[src/include/dcache_consts.svh]
`ifndef DCACHE_CONSTS_SVH
`define DCACHE_CONSTS_SVH

// Cache geometry, one word per line
`define DC_LINES     512
`define DC_INDEX_W   9
`define DC_TAG_W     8

// Request address split
`define DC_OFFSET_W  2
`define DC_UNUSED_W  13

// Core and memory port widths
`define DC_ADDR_W    32
`define DC_DATA_W    32
`define DC_STRB_W    4
`define DC_BYTE_W    8

`endif

[src/hw/dcache_addr_pkg.sv]
`include "dcache_consts.svh"

package dcache_addr_pkg;

  typedef logic [`DC_TAG_W-1:0]   dc_tag_t;
  typedef logic [`DC_INDEX_W-1:0] dc_index_t;

  // Bits 31..19 are ignored by the cache
  typedef struct packed {
    logic [`DC_UNUSED_W-1:0] unused;
    dc_tag_t                 tag;
    dc_index_t               index;
    logic [`DC_OFFSET_W-1:0] offset;
  } dc_addr_fields_t;

  // Same request word, seen raw or split into cache fields
  typedef union packed {
    logic [`DC_ADDR_W-1:0] raw;
    dc_addr_fields_t       f;
  } dc_addr_u;

endpackage

[src/hw/dcache_line_state.sv]
`timescale 1ns/1ps
`include "dcache_consts.svh"

module dcache_line_state
  import dcache_addr_pkg::*;
(
  input  logic      clk_i,
  input  logic      rst_i,
  input  dc_index_t index_i,
  input  logic      set_valid_i,
  input  logic      set_dirty_i,
  input  logic      clear_dirty_i,
  output logic      valid_o,
  output logic      dirty_o
);

  logic [`DC_LINES-1:0] valid_q;
  logic [`DC_LINES-1:0] dirty_q;

  assign valid_o = valid_q[index_i];
  assign dirty_o = dirty_q[index_i];

  always_ff @(posedge clk_i) begin
    if (rst_i) begin
      valid_q <= '0;
      dirty_q <= '0;
    end else begin
      if (set_valid_i) begin
        valid_q[index_i] <= 1'b1;
      end
      // A fill leaves the line clean, a store marks it dirty
      if (set_dirty_i) begin
        dirty_q[index_i] <= 1'b1;
      end else if (clear_dirty_i) begin
        dirty_q[index_i] <= 1'b0;
      end
    end
  end

  a_dirty_excl: assert property (
    @(posedge clk_i) disable iff (rst_i) !(set_dirty_i && clear_dirty_i)
  ) else $error("dirty bit set and cleared together");

endmodule

[config.mk]
export PLATFORM = sky130hd
export DESIGN_NAME = dcache_line_state
export DESIGN_NICKNAME = d
export VERILOG_FILES = /design/src/hw/dcache_addr_pkg.sv /design/src/hw/dcache_line_state.sv
export VERILOG_INCLUDE_DIRS = /design/src /design/src/include
export SDC_FILE = /design/constraint.sdc
export NUM_CORES = 2
export LEC_CHECK = 0
export BUFFER_PORTS_ARGS = -buffer_cell sky130_fd_sc_hd__buf_2
export CAP_MARGIN = 20
export CORE_MARGIN = 8
export CORE_UTILIZATION = 56
export CTS_CLUSTER_SIZE = 28
export DETAILED_ROUTE_END_ITERATION = 10
export PLACE_DENSITY = 0.74
export SYNTH_ARGS = -nofsm -noshare
export SYNTH_HDL_FRONTEND = slang
export SYNTH_SLANG_ARGS = --single-unit
[constraint.sdc]
create_clock -name clk_i -period 2.08 [get_ports clk_i]
set_input_delay 0.104 -clock clk_i [delete_from_list [all_inputs] [get_ports clk_i]]
set_output_delay 0.104 -clock clk_i [all_outputs]
set_load 0.01 [all_outputs]
# Yosys cells after proc, flatten, opt, wreduce, memory -nomap -nowiden

Cells that the tools add are included.

Magnitude comparators: 2
Reductions and logical operators: 2
Muxes and demuxes: 8
Bitwise logic cells: 4

Operators by type and width:

| kind                                                               | count |
|---|---|
| 2-to-1 mux 512 bit                                                 | 2 |
| OR 512 bit                                                         | 2 |
| bitwise AND 512 bit                                                | 1 |
| inverter 512 bit                                                   | 1 |
| binary-select mux 1 bit (select 9 bit)                             | 2 |
| < comparator 9 x 10 -> 1 bit (second input constant)               | 1 |
| demux 1 bit (select 9 bit)                                         | 1 |
| greater-or-equal comparator 9 x 1 -> 1 bit (second input constant) | 1 |
| 2-to-1 mux 1 bit                                                   | 3 |
| nonzero test 2 bit                                                 | 1 |
| logical AND 1 bit                                                  | 1 |

Register bits: 1024
Output and inout port bits: 2
Word-level logic and storage cells: 18
Input bits: 14

# Depth between registers and ports, before layout

Depth after elaboration: 8
Gate-level depth with buffers: 12
Depth with buffers taken out: 7

# Least setup slack after synthesis

No wires, ideal clock.

Path kind: input port to output port
From: input index_i[1]
To: output dirty_o
Slack: -0.138 ns
Path buffers: 4
Data required time: 1.976 ns
Data arrival time: 2.114 ns
Stages on the path: 11
Cells stage by stage: buf_2 > buf_4 > buf_2 > clkbuf_1 > mux4_2 > mux2i_1 > o22ai_1 > a211oi_1 > nand4_1 > nor4_1 > nand4_1

Longest elaborated chain between the ends: 2

RTL lines:

| item                                   | line                    | RTL |
|---|---|---|
| from (decl)                            | dcache_line_state.sv:9  | `input dc_index_t index_i,` |
| binary-select mux 1 bit (select 9 bit) | dcache_line_state.sv:21 | `assign dirty_o = dirty_q[index_i];` |
| 2-to-1 mux 1 bit (not written as such) | dcache_line_state.sv:21 |  |
| to (decl)                              | dcache_line_state.sv:14 | `output logic dirty_o` |

No other way between the ends. The select of a mux whose other input is x is not followed.

==> flow_summary.yaml <==
run_status:
  status: "finished with violations"
  violations: "setup timing"
sta:
  worstMarginPinSlew_ps: 996.5
  hold_viol: 0
  fin_crit_ps: 3110
  maxSlewHeadroom_pct: 32.63
  clock_skew_ps: 0
  period_share_pct: 149.5
  setup_slack_ps: -1030
  slew_viol_final: 0
  finalSetupTns_ps: -2025
  max_freq_mhz: 321.5
  rsz0062_at_grt: "yes"
  finalSetupViolCount: 2
place:
  place_area_mm2: 0.04782
  portBuffers: 15
  dp_cells: 5936
  dp_slack_ps: -741.4
  gp_congestion: 0.9807
  hpwl_mm: 94.14
synthesis:
  synth_warnings: 0
  yosysMostFrequentCell: "a21oi_1"
  synth_compound_area_share_pct: 20.69
  synth_top_area_share_pct: 47.70
  ys_async_sr_fraction_pct: 0
  synth_top_cell_by_area: "dfxtp_1"
  ys_seq_elements: 1024
  synthAdderAreaFrac_pct: 0
  synth_cell_types: 57
  synth_top_family_by_area: "compound AO/OA/AOI/OAI gates"
  ys_seq_area_share_pct: 47.70
  yosys-mux-area-fraction_pct: 14.23
  syn_inst: 4902
  synth-edff-count: 0
  postSynthAreaPerCell_um2: 8.767
  ys_top_cells_by_count: "a21oi_1 (1,053), dfxtp_1 (1,024), nand2_1 (630)"
  synth_area_mm2: 0.04297
  synth.area.top_cells: "dfxtp_1 (48%), a21oi_1 (12%), mux4_2 (11%)"
  synth-xor-area-share_pct: 0
  synth_ff_type: "dfxtp_1"
  synth-simple-area-share_pct: 12.24
  syn-num-nets: 4916
drt:
  firstDrtPassIters: 9
  routedWlPerCell_um: 24.36
  ant_nets: 0
  via_count: 39770
  vias_per_cell: 6.490
  drc_errors: 0
  dr.first_iter.drc_count: 5547
  wl_mm: 149.3
clocking:
  clkSlewWorstSetupHoldPaths_ps: 60
  cts_max_level: 3
  cts_root_buffer: "clkbuf_16"
  clkSinkCount: 1024
  numCtsBuffers: 102
  tritoncts: "built"
  insertion_delay_ps: 680
  post_cts_buffers: 0
  clk_path_buf_depth: 3
layout:
  fin_nets: 5026
  area_growth_syn_to_layout_pct: 19.66
  instances_no_fill: 6128
  multi_input_area_mm2: 0.02069
  final_util_pct: 67.71
  fillerInstances: 5770
  drive_above_1_share_pct: 19.25
  seq_area_mm2: 0.02050
  finalInstanceArea_mm2: 0.05142
setup_path:
  critical_path.max_stage_delay_ps: 460
  slowest_stage: "mux4_2"
  crit_fanout: 2
  path_cells: "mux4_2 > mux2i_1 > o22ai_1 > nor2_1 > a2bb2oi_1 > a311oi_1 > nand4_1 > buf_2"
  start_kind: "register"
  cp.required_ps: 1980
  crit_arrival_ps: 3010
  path_class: "register to output port"
  cp-end-kind: "output port"
floorplanning:
  num_rows: 101
  core_region_area_mm2: 0.07595
  die_h_um: 293.0
  io-pin-count: 16
  die_x_um: 293.0
  start_util_pct: 56.58
  die_area_mm2: 0.08586
global_routing:
  grt_overflow: 0
  grtUsageTotal_pct: 33.42
  antenna_found_initial: 3
  grt_max_degree: 92
  grt_pass1_vias: 38180
  grt_pass1_wl_mm: 226.4
flow_run:
  drv_cap: 0
hold_path:
  hp-class: "input pin to register"
power:
  leakage_nw: 18.01
  p_per_area_mw_per_mm2: 806.7
  ir_worst_vdd_mv: 0.8287
## where the power goes
group          internal, mW  total (mW)  switching [mW]
Sequential             19.6        19.6          0.0123
Clock                  11.1        19.1            8.07
Combinational         0.951        2.70            1.74
## through the flow
stage	hold slack (ps)	power, mW
finish	72.52	41.48
global route	125.6	42.38
CTS	57.74	41.42
detailed placement	448.6	22.65
global placement	441.5	22.64
floorplan	429.0	21.42
## placed cells by master (no fill, tap or decap), drive strengths merged, types with 8 or more instances in the layout
master,instances
nor2b,11
inv,10
o21ai,526
buf,504
mux4,218
nor2,603
a31oi,12
a22oi,38
bufinv,8
a22o,14
clkbuf,154
dfxtp,1024
nor3,14
nand3,15
a21oi,1053
nand4,8
mux2i,117
clkinv,19
o22ai,13
nand2,630
## metal layers
layer / GRT usage [%] / routed length, um / vias up
met1: 42.89 / 55570 / 18910
met3: 8.981 / 18980 / 680
li1: - / - / 17410
met2: 51.01 / 65090 / 2774
met4: 18.76 / 9632 / 4
met5: 0 / 31 / -
## what timing repair did
item,CTS,global route
pin swaps,13,6
resized for setup,12,7
endpoints found under the hold margin,118,0
setup endpoints to repair,2,2
hold buffers,1,0
## worst max-delay path: cells and delay by family, from the launching register on
kind | cells | cell delay [ps]
AOI/OAI and AO/OA | 3 | 520
buffers and inverters | 1 | 210
DFF | 1 | 320
muxes | 2 | 760
and+or+nand+nor | 2 | 530
## cell type report
type / instances / area share, %
inverters: 4 / 0.02920
multi-input cells: 3375 / 40.23
clock inverters: 35 / 0.8564
well taps: 1030 / 2.506
flip-flops and latches: 1024 / 39.87
repair buffers: 505 / 10.62
clock buffers: 154 / 5.891
diodes: 1 / 0.004866
## final timing paths
path	from	slack, ps	endpoint	cells after the start
max reg2reg	register	1350	register	2
min	set_dirty_i	70	register	7
min reg2reg	valid_q[186]$_SDFFE_PP0P_	460	valid_q[186]$_SDFFE_PP0P_	2
max	register	-1030	dirty_o	8
## logic make-up after synthesis
| kind of cell | after synthesis |
|---|---|
| simple gates | 1332 |
| mux | 338 |
| compound gates | 1705 |
| flops | 1024 |
| buf+inv | 503 |
No activity file was read; power rests on OpenSTA's default activity.
