`config.mk`:
```
export PLATFORM = sky130hd
export DESIGN_NAME = dcache_ctrl
export DESIGN_NICKNAME = d
export VERILOG_FILES = /design/src/hw/dcache_addr_pkg.sv /design/src/hw/dcache_line_pkg.sv /design/src/hw/dcache_ctrl.sv
export VERILOG_INCLUDE_DIRS = /design/src /design/src/include
export SDC_FILE = /design/constraint.sdc
export NUM_CORES = 1
export LEC_CHECK = 0
export BUFFER_PORTS_ARGS = -buffer_cell sky130_fd_sc_hd__buf_4
export CORE_MARGIN = 2
export CORE_UTILIZATION = 29
export DETAILED_ROUTE_END_ITERATION = 8
export GPL_TIMING_DRIVEN = 0
export MAX_ROUTING_LAYER = met4
export PLACE_DENSITY_LB_ADDON = 0.1
export REMOVE_ABC_BUFFERS = 1
export SYNTH_ARGS = -nofsm -noshare
export SYNTH_HDL_FRONTEND = slang
export SYNTH_SLANG_ARGS = --single-unit
```
`constraint.sdc`:
```
create_clock -name clk_i -period 9.2 [get_ports clk_i]
set_input_delay 0.92 -clock clk_i [delete_from_list [all_inputs] [get_ports clk_i]]
set_output_delay 0.92 -clock clk_i [all_outputs]
set_load 0.03 [all_outputs]
```
`src/include/dcache_consts.svh`:
```
`ifndef DCACHE_CONSTS_SVH
`define DCACHE_CONSTS_SVH

// Cache geometry, one word per line
`define DC_LINES     512
`define DC_INDEX_W   9
`define DC_TAG_W     8

// Request address split
`define DC_OFFSET_W  2
`define DC_UNUSED_W  13

// Core and memory port widths
`define DC_ADDR_W    32
`define DC_DATA_W    32
`define DC_STRB_W    4
`define DC_BYTE_W    8

`endif

```
`src/hw/dcache_addr_pkg.sv`:
```
`include "dcache_consts.svh"

package dcache_addr_pkg;

  typedef logic [`DC_TAG_W-1:0]   dc_tag_t;
  typedef logic [`DC_INDEX_W-1:0] dc_index_t;

  // Bits 31..19 are ignored by the cache
  typedef struct packed {
    logic [`DC_UNUSED_W-1:0] unused;
    dc_tag_t                 tag;
    dc_index_t               index;
    logic [`DC_OFFSET_W-1:0] offset;
  } dc_addr_fields_t;

  // Same request word, seen raw or split into cache fields
  typedef union packed {
    logic [`DC_ADDR_W-1:0] raw;
    dc_addr_fields_t       f;
  } dc_addr_u;

endpackage

```
`src/hw/dcache_line_pkg.sv`:
```
`include "dcache_consts.svh"

package dcache_line_pkg;

  import dcache_addr_pkg::*;

  // One stored entry of the line memory, 40 bits
  typedef struct packed {
    dc_tag_t               tag;
    logic [`DC_DATA_W-1:0] data;
  } dc_line_t;

  typedef enum logic [2:0] {
    IDLE      = 3'd0,
    LOOKUP    = 3'd1,
    WRITEBACK = 3'd2,
    FILL      = 3'd3,
    UPDATE    = 3'd4,
    DONE      = 3'd5
  } dc_state_e;

endpackage

```
`src/hw/dcache_ctrl.sv`:
```
`timescale 1ns/1ps
`include "dcache_consts.svh"

module dcache_ctrl
  import dcache_addr_pkg::*;
  import dcache_line_pkg::*;
(
  input  logic                  clk_i,
  input  logic                  rst_i,
  // Core side
  input  logic                  core_sel_i,
  input  logic                  core_we_i,
  input  logic [`DC_ADDR_W-1:0] core_addr_i,
  input  logic [`DC_DATA_W-1:0] core_wdata_i,
  input  logic [`DC_STRB_W-1:0] core_wmask_i,
  output logic [`DC_DATA_W-1:0] core_rdata_o,
  output logic                  core_stall_o,
  // Memory side
  output logic                  mem_valid_o,
  output logic                  mem_we_o,
  output logic [`DC_ADDR_W-1:0] mem_addr_o,
  output logic [`DC_DATA_W-1:0] mem_wdata_o,
  input  logic [`DC_DATA_W-1:0] mem_rdata_i,
  input  logic                  mem_ready_i,
  // Line memory
  output logic                  sram_wr_en_o,
  output dc_index_t             sram_wr_index_o,
  output logic [`DC_STRB_W-1:0] sram_wr_mask_o,
  output logic                  sram_wr_tag_en_o,
  output dc_line_t              sram_wr_line_o,
  output dc_index_t             sram_rd_index_o,
  input  dc_line_t              sram_rd_line_i,
  // Valid and dirty arrays
  output dc_index_t             st_index_o,
  output logic                  st_set_valid_o,
  output logic                  st_set_dirty_o,
  output logic                  st_clear_dirty_o,
  input  logic                  st_valid_i,
  input  logic                  st_dirty_i
);

  dc_state_e state_q;
  dc_state_e state_d;

  dc_addr_u req_addr;
  dc_addr_u wb_addr;
  dc_addr_u fill_addr;

  logic hit;
  logic victim_dirty;

  // Set between the memory read and the line write in UPDATE
  logic                  fill_q;
  logic [`DC_DATA_W-1:0] fill_data_q;

  logic                  mem_valid_q;
  logic                  mem_we_q;
  logic [`DC_ADDR_W-1:0] mem_addr_q;
  logic [`DC_DATA_W-1:0] mem_wdata_q;
  logic [`DC_DATA_W-1:0] rdata_q;

  // Upper address bits are not stored, so memory sees them as zero
  always_comb begin
    req_addr.raw = core_addr_i;

    wb_addr         = '0;
    wb_addr.f.tag   = sram_rd_line_i.tag;
    wb_addr.f.index = req_addr.f.index;

    fill_addr         = '0;
    fill_addr.f.tag   = req_addr.f.tag;
    fill_addr.f.index = req_addr.f.index;
  end

  // Entry read at acceptance is valid during LOOKUP
  assign hit          = st_valid_i && (sram_rd_line_i.tag == req_addr.f.tag);
  assign victim_dirty = st_valid_i && st_dirty_i;

  always_comb begin
    state_d = state_q;
    case (state_q)
      IDLE: begin
        if (core_sel_i) begin
          state_d = LOOKUP;
        end
      end
      LOOKUP: begin
        if (hit) begin
          state_d = core_we_i ? UPDATE : DONE;
        end else if (victim_dirty) begin
          state_d = WRITEBACK;
        end else begin
          state_d = FILL;
        end
      end
      WRITEBACK: begin
        if (mem_ready_i) begin
          state_d = FILL;
        end
      end
      FILL: begin
        if (mem_valid_q && mem_ready_i) begin
          state_d = UPDATE;
        end
      end
      UPDATE: begin
        // Write miss stays one more cycle to merge the store
        if (!(fill_q && core_we_i)) begin
          state_d = DONE;
        end
      end
      DONE: begin
        state_d = IDLE;
      end
      default: begin
        state_d = IDLE;
      end
    endcase
  end

  always_ff @(posedge clk_i) begin
    if (rst_i) begin
      state_q     <= IDLE;
      fill_q      <= 1'b0;
      mem_valid_q <= 1'b0;
      mem_we_q    <= 1'b0;
    end else begin
      state_q <= state_d;
      case (state_q)
        LOOKUP: begin
          if (!hit) begin
            mem_valid_q <= 1'b1;
            mem_we_q    <= victim_dirty;
          end
        end
        WRITEBACK: begin
          if (mem_ready_i) begin
            mem_valid_q <= 1'b0;
            mem_we_q    <= 1'b0;
          end
        end
        FILL: begin
          // Valid drops for a cycle after a write-back
          if (!mem_valid_q) begin
            mem_valid_q <= 1'b1;
          end else if (mem_ready_i) begin
            mem_valid_q <= 1'b0;
            fill_q      <= 1'b1;
          end
        end
        UPDATE: begin
          fill_q <= 1'b0;
        end
        default: begin
        end
      endcase
    end
  end

  always_ff @(posedge clk_i) begin
    if (state_q == LOOKUP) begin
      if (hit) begin
        rdata_q <= sram_rd_line_i.data;
      end
      mem_addr_q  <= victim_dirty ? wb_addr.raw : fill_addr.raw;
      mem_wdata_q <= sram_rd_line_i.data;
    end
    if (state_q == WRITEBACK && mem_ready_i) begin
      mem_addr_q <= fill_addr.raw;
    end
    if (state_q == FILL && mem_valid_q && mem_ready_i) begin
      fill_data_q <= mem_rdata_i;
      rdata_q     <= mem_rdata_i;
    end
  end

  assign core_rdata_o = rdata_q;
  assign core_stall_o = !(state_q == IDLE || state_q == DONE);

  assign mem_valid_o = mem_valid_q;
  assign mem_we_o    = mem_we_q;
  assign mem_addr_o  = mem_addr_q;
  assign mem_wdata_o = mem_wdata_q;

  // Fill writes the whole word and tag, store writes masked bytes only
  always_comb begin
    sram_wr_en_o        = (state_q == UPDATE);
    sram_wr_index_o     = req_addr.f.index;
    sram_wr_mask_o      = fill_q ? {`DC_STRB_W{1'b1}} : core_wmask_i;
    sram_wr_tag_en_o    = fill_q;
    sram_wr_line_o.tag  = req_addr.f.tag;
    sram_wr_line_o.data = fill_q ? fill_data_q : core_wdata_i;
  end

  assign sram_rd_index_o = req_addr.f.index;

  assign st_index_o       = req_addr.f.index;
  assign st_set_valid_o   = (state_q == UPDATE) && fill_q;
  assign st_clear_dirty_o = (state_q == UPDATE) && fill_q;
  assign st_set_dirty_o   = (state_q == UPDATE) && !fill_q;

  a_mem_valid_hold: assert property (
    @(posedge clk_i) disable iff (rst_i)
    mem_valid_o && !mem_ready_i |=> mem_valid_o
  ) else $error("mem_valid_o dropped before mem_ready_i");

  a_mem_addr_hold: assert property (
    @(posedge clk_i) disable iff (rst_i)
    mem_valid_o && !mem_ready_i |=> $stable(mem_addr_o)
  ) else $error("mem_addr_o changed while waiting for mem_ready_i");

endmodule

```
After elaboration in Yosys (flattened, before gate mapping)
Cells that the tools add are included.
Widths: inputs -> output; s select.
- word-level logic and storage cells: 72
- register bits: 121
- input port bits: 147
- reductions and logical operators: 24
- eq/ne operators: 13
- muxes and demuxes: 26
- operator list (kind ; count):
    $mux 32 ; 4
    $mux 19 ; 3
    $mux 3 ; 5
    $pmux 3 s5 ; 1
    $ne 2x2->1 const B ; 7
    $reduce_bool 2->1 ; 5
    $logic_and 1x1->1 ; 9
    $mux 1 ; 9
    $reduce_and 3->1 ; 3
    $eq 8x8->1 ; 1
    $eq 3x2->1 const B ; 2
    $eq 3x3->1 const B ; 2
    $mux 4 ; 1
    $pmux 1 s2 ; 2
    $reduce_and 4->1 ; 1
    $eq 3x1->1 const B ; 1
    $logic_not 3->1 ; 1
    $pmux 1 s3 ; 1
    $reduce_bool 3->1 ; 1
    $logic_not 1->1 ; 2
    $reduce_and 2->1 ; 1
    $logic_or 1x1->1 ; 1

Depth between registers and ports, before layout
- depth in word-level cells: 5
- mapped depth: 6
- depth with buffers taken out: 5

Worst setup path before layout
No wires, ideal clock.
- path type: register to register
- start point: register state_q[1]
- end point: register rdata_q[0], in the netlist core_rdata_o[0] (enable)
- stages on the path, launching flop included: 5
- setup slack: 5959 ps
- data required time: 8812 ps
- data arrival time: 2853 ps
- period minus slack after synthesis: 3241 ps
- cells stage by stage: dfxtp_1 > buf_2 > buf_2 > nor2_1 > a21o_1
- word-level cells in the longest chain between the ends: 5
- elaborated cells on any way between the ends: 7
- classes of those cells: 2 x eq/ne; 5 x reduce/logical
- ends and longest elaborated chain (element ; RTL line ; text):
    start: declaration ; dcache_ctrl.sv:42 ; dc_state_e state_q;
    start signal: assignment ; dcache_ctrl.sv:128 ; state_q <= state_d;
    $eq 3x2->1 ; dcache_ctrl.sv:171 ; if (state_q == FILL && mem_valid_q && mem_ready_i) begin
    $logic_and 1x1->1 (2 in a row) ; dcache_ctrl.sv:171 ;
    $reduce_bool 2->1 (no source line) ; n/a ;
    $reduce_and 2->1 (no source line) * ; n/a ;
    end signal: assignment ; dcache_ctrl.sv:163 ; rdata_q <= sram_rd_line_i.data;
    end signal: assignment ; dcache_ctrl.sv:173 ; rdata_q <= mem_rdata_i;
    end: declaration ; dcache_ctrl.sv:60 ; logic [`DC_DATA_W-1:0] rdata_q;
Mark *: on every way between the ends. The rest lies on a longest branch, timed or not.
A chain may end at the register's enable or synchronous reset.

Worst setup path in the final report
- start point: register state_q[1]
- end point: output st_set_valid_o
- word-level cells in the longest chain between the ends: 2
- ends and longest elaborated chain (element ; RTL line ; text):
    $eq 3x3->1 ; dcache_ctrl.sv:198 ; assign st_set_valid_o = (state_q == UPDATE) && fill_q;
    $logic_and 1x1->1 ; dcache_ctrl.sv:198 ;
    end: declaration ; dcache_ctrl.sv:35 ; output logic st_set_valid_o,
No other way between the ends.

==> report_table.html <==
<table>
<tr><th>Metric</th><th>Value</th></tr>
<tr><th colspan="2">Critical path</th></tr>
<tr><td>Launch instance of the worst register-to-register path</td><td>state_q[1]</td></tr>
<tr><td>Depth of the worst register-to-register path</td><td>5</td></tr>
<tr><td>Arrival time reported for the critical path endpoint</td><td>~1800 ps</td></tr>
<tr><td>Required @ worst endpoint</td><td>approximately 8300 ps</td></tr>
<tr><td>Critical-path cell with the highest stage delay</td><td>dfxtp_1</td></tr>
<tr><td>Crit path launch type</td><td>register</td></tr>
<tr><td>Delay contributed by the slowest stage of the critical path</td><td>approximately 750 ps</td></tr>
<tr><td>Kind of critical path</td><td>reg2out</td></tr>
<tr><td>Internal reg-to-reg setup slack</td><td>6500 ps</td></tr>
<tr><td>Crit path buf inv count</td><td>2</td></tr>
<tr><td>Number of logic stages on the critical path including buffering</td><td>4</td></tr>
<tr><td>R2R Path End</td><td>core_rdata_o[3]</td></tr>
<tr><td>Crit path launch</td><td>state_q[1]</td></tr>
<tr><td>Family with the most delay on the worst path</td><td>flip-flops</td></tr>
<tr><td>Maximum fanout along the worst path</td><td>18</td></tr>
<tr><td>Crit end category</td><td>primary output</td></tr>
<tr><td>Cell breakdown of the critical path</td><td>nand2b_1, inv_1, and2_1, buf_4</td></tr>
<tr><th colspan="2">Clocking</th></tr>
<tr><td>Root buffer cell</td><td>clkbuf_16</td></tr>
<tr><td>Clock latency on the worst-skew pair</td><td>just over 400 ps</td></tr>
<tr><td>Maximum buffer depth of the clock tree</td><td>2</td></tr>
<tr><td>Worst-path clk slew</td><td>about 60 ps</td></tr>
<tr><td>CTS resizes</td><td>0</td></tr>
<tr><td>CTS Buf Count</td><td>17</td></tr>
<tr><td>TritonCTS sink count</td><td>119</td></tr>
<tr><td>Number of setup buffers added after CTS</td><td>0</td></tr>
<tr><td>Total of hold buffers inserted after clock tree synthesis</td><td>0</td></tr>
<tr><td>Level count of the clock H-tree</td><td>4</td></tr>
<tr><td>Clock tree from TritonCTS</td><td>yes</td></tr>
<tr><th colspan="2">Drt</th></tr>
<tr><td>Routed vias/inst</td><td>around 4.4</td></tr>
<tr><td>Post-DRT Antenna Nets</td><td>0</td></tr>
<tr><td>Drt wl/cell</td><td>17.14 um</td></tr>
<tr><td>Final routed DRC violation total</td><td>0</td></tr>
<tr><td>Wire length reported by the detailed router</td><td>between 10 and 15 mm</td></tr>
<tr><td>Detailed router's first-iteration violation count</td><td>158</td></tr>
<tr><td>First-pass iteration count of the detailed router</td><td>4</td></tr>
<tr><td>Total via count in the routed design</td><td>between 3k and 4k</td></tr>
<tr><th colspan="2">Die</th></tr>
<tr><td>Vertical extent of the die</td><td>roughly 140 um</td></tr>
<tr><td>Die footprint</td><td>~19000 sq um</td></tr>
<tr><td>Ports</td><td>between 300 and 400</td></tr>
<tr><td>DIE WIDTH</td><td>around 140 um</td></tr>
<tr><td>Core Footprint</td><td>17840 sq um</td></tr>
<tr><td>Initial standard-cell utilization of the core</td><td>29.33%</td></tr>
<tr><td>Number of standard-cell rows in the floorplan</td><td>approximately 50</td></tr>
<tr><th colspan="2">Layout</th></tr>
<tr><td>Non-filler instance count after layout</td><td>a little over 800</td></tr>
<tr><td>Area growth from synthesis to layout</td><td>53.66%</td></tr>
<tr><td>Diode count</td><td>0</td></tr>
<tr><td>Fraction of layout cells with a size suffix above 1</td><td>between 60% and 70%</td></tr>
<tr><td>Utilization of the core after routing</td><td>45.07%</td></tr>
<tr><td>Fill cell count</td><td>1640</td></tr>
<tr><td>Net total in the final layout</td><td>734</td></tr>
<tr><th colspan="2">Hold path</th></tr>
<tr><td>Depth of the worst hold-timing path</td><td>2</td></tr>
<tr><td>Worst min-delay path class</td><td>reg2reg</td></tr>
<tr><td>WHS Endpoint</td><td>mem_we_o</td></tr>
<tr><td>Start point of the worst hold path</td><td>mem_we_o</td></tr>
<tr><th colspan="2">Timing</th></tr>
<tr><td>RSZ-0062 raised after global routing</td><td>false</td></tr>
<tr><td>Final Cycle Share</td><td>29.64%</td></tr>
<tr><td>Highest clock frequency the design can meet</td><td>between 0.3 and 0.4 GHz</td></tr>
<tr><td>Final clock skew</td><td>between 9 and 10 ps</td></tr>
<tr><td>Worst setup slack after layout</td><td>~6500 ps</td></tr>
<tr><td>Min Tclk post-route</td><td>between 2000 and 3000 ps</td></tr>
<tr><td>Count of endpoints failing hold in the final timing report</td><td>0</td></tr>
<tr><td>Final setup violating endpoints</td><td>0</td></tr>
<tr><td>Max-slew violation total from the final report</td><td>0</td></tr>
<tr><td>Slew at the pin with the worst max-slew slack</td><td>between 600 and 700 ps</td></tr>
<tr><td>Summed negative setup slack over all endpoints</td><td>0 ps</td></tr>
<tr><td>Worst rel slew slack</td><td>55.56%</td></tr>
<tr><td>Worst hold slack</td><td>~500 ps</td></tr>
<tr><th colspan="2">Yosys</th></tr>
<tr><td>Most frequently used flop master after synthesis</td><td>edfxtp_1</td></tr>
<tr><td>Number of unique standard cell types used by synthesis</td><td>42</td></tr>
<tr><td>Synth area leaders</td><td>edfxtp_1 (65%), mux2_2 (14%), buf_4 (7.3%), dfxtp_1 (2.3%), mux2_1 (1.9%)</td></tr>
<tr><td>Biggest area consumer among synthesized cells</td><td>edfxtp_1</td></tr>
<tr><td>Post-Syn Instances</td><td>roughly 320</td></tr>
<tr><td>Average footprint of a synthesized cell</td><td>~16 sq um</td></tr>
<tr><td>Sequential share of the synthesized area</td><td>67.14%</td></tr>
<tr><td>Yosys synthesis warning count</td><td>0</td></tr>
<tr><td>Fraction of registers with async set or reset after synthesis</td><td>0%</td></tr>
<tr><td>Flip-flop and latch count after synthesis</td><td>about 120</td></tr>
<tr><td>Cell Area, Synth</td><td>around 5200 sq um</td></tr>
<tr><td>Area share of the largest cell type after synthesis</td><td>roughly 65%</td></tr>
<tr><td>Post-synth EDFFs</td><td>roughly 110</td></tr>
<tr><th colspan="2">Global routing</th></tr>
<tr><td>Global-route wire length before repair</td><td>around 21 mm</td></tr>
<tr><td>Global-route usage over all layers</td><td>between 10% and 20%</td></tr>
<tr><td>Aggregate global routing overflow</td><td>0</td></tr>
<tr><td>Number of global-route vias before repair</td><td>approximately 3.7k</td></tr>
<tr><td>Number of antenna violations at the first check in global routing</td><td>0</td></tr>
<tr><td>Largest net degree at the start of global routing</td><td>32</td></tr>
<tr><th colspan="2">Place</th></tr>
<tr><td>Worst setup slack before clock tree synthesis</td><td>6230 ps</td></tr>
<tr><td>Final RePlAce weighted congestion</td><td>slightly below 0.8</td></tr>
<tr><td>DP HPWL</td><td>10.82 mm</td></tr>
<tr><td>Cell total after placement</td><td>between 700 and 800</td></tr>
<tr><td>I/O Buffers</td><td>approximately 290</td></tr>
<tr><th colspan="2">Power and ir drop</th></tr>
<tr><td>Pleak</td><td>0.003289 uW</td></tr>
<tr><td>Pwr/cell area</td><td>roughly 200 nW/um^2</td></tr>
<tr><td>Largest vdd supply drop</td><td>~0.12 mV</td></tr>
<tr><th colspan="2">Status</th></tr>
<tr><td>Run status</td><td>finished, final reports clean</td></tr>
<tr><th colspan="2">Job</th></tr>
<tr><td>Number of max-cap violations</td><td>0</td></tr>
</table>
-- cells in the final DEF (no fill, tap or decap), types with 2 or more instances in the layout --
master      synthesis  routed
nor3_1              2       2
clkinvlp_4          0       4
nor2_4              1       2
nand2b_1            5       5
buf_4              51     291
nand2_1             2       2
mux2_2             63      63
mux2_1              9       9
o21ai_0             3       3
a21oi_1             4       3
or3_1               2       2
conb_1              1      15
edfxtp_1          113     113
buf_12              0       4
inv_1               2       2
or2_2               4       4
o41ai_1             2       2
xnor2_1             8       8
clkinv_4            0       2
nand3_1             3       3
clkinv_1            0       3
bufinv_16           0       4
dfxtp_1             6       5
nor2b_1             2       2
and2_1              2       2
clkbuf_16           0      17
nor2_1              6       5
-- cell usage after synthesis, types with 2 or more instances --
| cell | number |
|---|---|
| and2_1 | 2 |
| nor2_1 | 6 |
| o41ai_1 | 2 |
| a21oi_1 | 4 |
| buf_2 | 6 |
| nand2_1 | 2 |
| buf_4 | 51 |
| nor2b_1 | 2 |
| dfxtp_1 | 6 |
| edfxtp_1 | 113 |
| mux2_1 | 9 |
| inv_1 | 2 |
| nand2b_1 | 5 |
| nor3_1 | 2 |
| or2_2 | 4 |
| or3_1 | 2 |
| buf_1 | 3 |
| mux2_2 | 63 |
| buf_6 | 3 |
| nand3_1 | 3 |
| o21ai_0 | 3 |
| xnor2_1 | 8 |
-- sequential cells by signal (all words and copies together) (netlist names) --
signal / flops
state_q: 3
core_rdata_o: 32
mem_valid_o: 1
sram_wr_tag_en_o: 1
fill_data_q: 32
mem_wdata_o: 32
mem_addr_o: 17
mem_we_o: 1
-- logic make-up (layout without fill, tap and decap cells) --
logic type | count (synthesis) | in the layout | share of synthesized area (%)
and+or+nand+nor | 35 | 35 | 4.089
DFF | 119 | 119 | 67.14
other | 1 | 15 | 0.07167
buffers and inverters | 66 | 330 | 8.967
AOI/OAI and AO/OA | 20 | 20 | 2.894
muxes | 72 | 72 | 15.50
xor gates and xnor gates | 8 | 8 | 1.339
-- worst register-to-register path, cell delays in order, from the launching register on --
cell and delay (ps):
dfxtp_1 750, nand3_1 240, nor2_4 560, buf_16 250, a21o_2 360, buf_12 240
-- worst max-delay path by stage --
stage | to | slack, ps
floorplan | core_rdata_o[0] | 5960
CTS | sram_wr_line_o[2] | 6440
global placement | core_rdata_o[0] | 3850
detailed placement | core_rdata_o[0] | 6230
global route | core_rdata_o[6] | 6350
finish | st_set_valid_o | 6470
-- per-stage QoR --
stage | cell area (sq um) | power (uW)
finish | 8040 | 1629
global route | 8040 | 1693
CTS | 8040 | 1652
detailed placement | 7431 | 956.8
global placement | 7295 | 948.1
floorplan | 4823 | 794.3
-- cell type report --
cell class                      instances  area, sq um  share of cell area (%)
Sequential cell                       119         3515                   43.71
Timing Repair Buffer                  297         2307                   28.70
Multi-Input combinational cell        150         1315                   16.36
Clock buffer                           17        425.4                   5.291
Tap cell                              229        286.5                   3.564
Clock inverter                         14        183.9                   2.288
Inverter                                2        7.507                 0.09337
-- where the power goes --
| part | switching (uW) | internal, uW | total, uW |
|---|---|---|---|
| Combinational | 172 | 122 | 294 |
| Clock | 238 | 448 | 686 |
| Sequential | 15.2 | 633 | 648 |
| Total | 425 | 1200 | 1630 |
-- metal layers --
layer  track usage (%)  vias to the layer above  wire, um
met1             17.07                     1685      5510
met5                 -                        -         0
met3             6.027                        8      1326
met4             4.726                        0       136
li1                  -                     1674         -
met2             25.09                      237      7218
(Power assumes the default switching activity.)
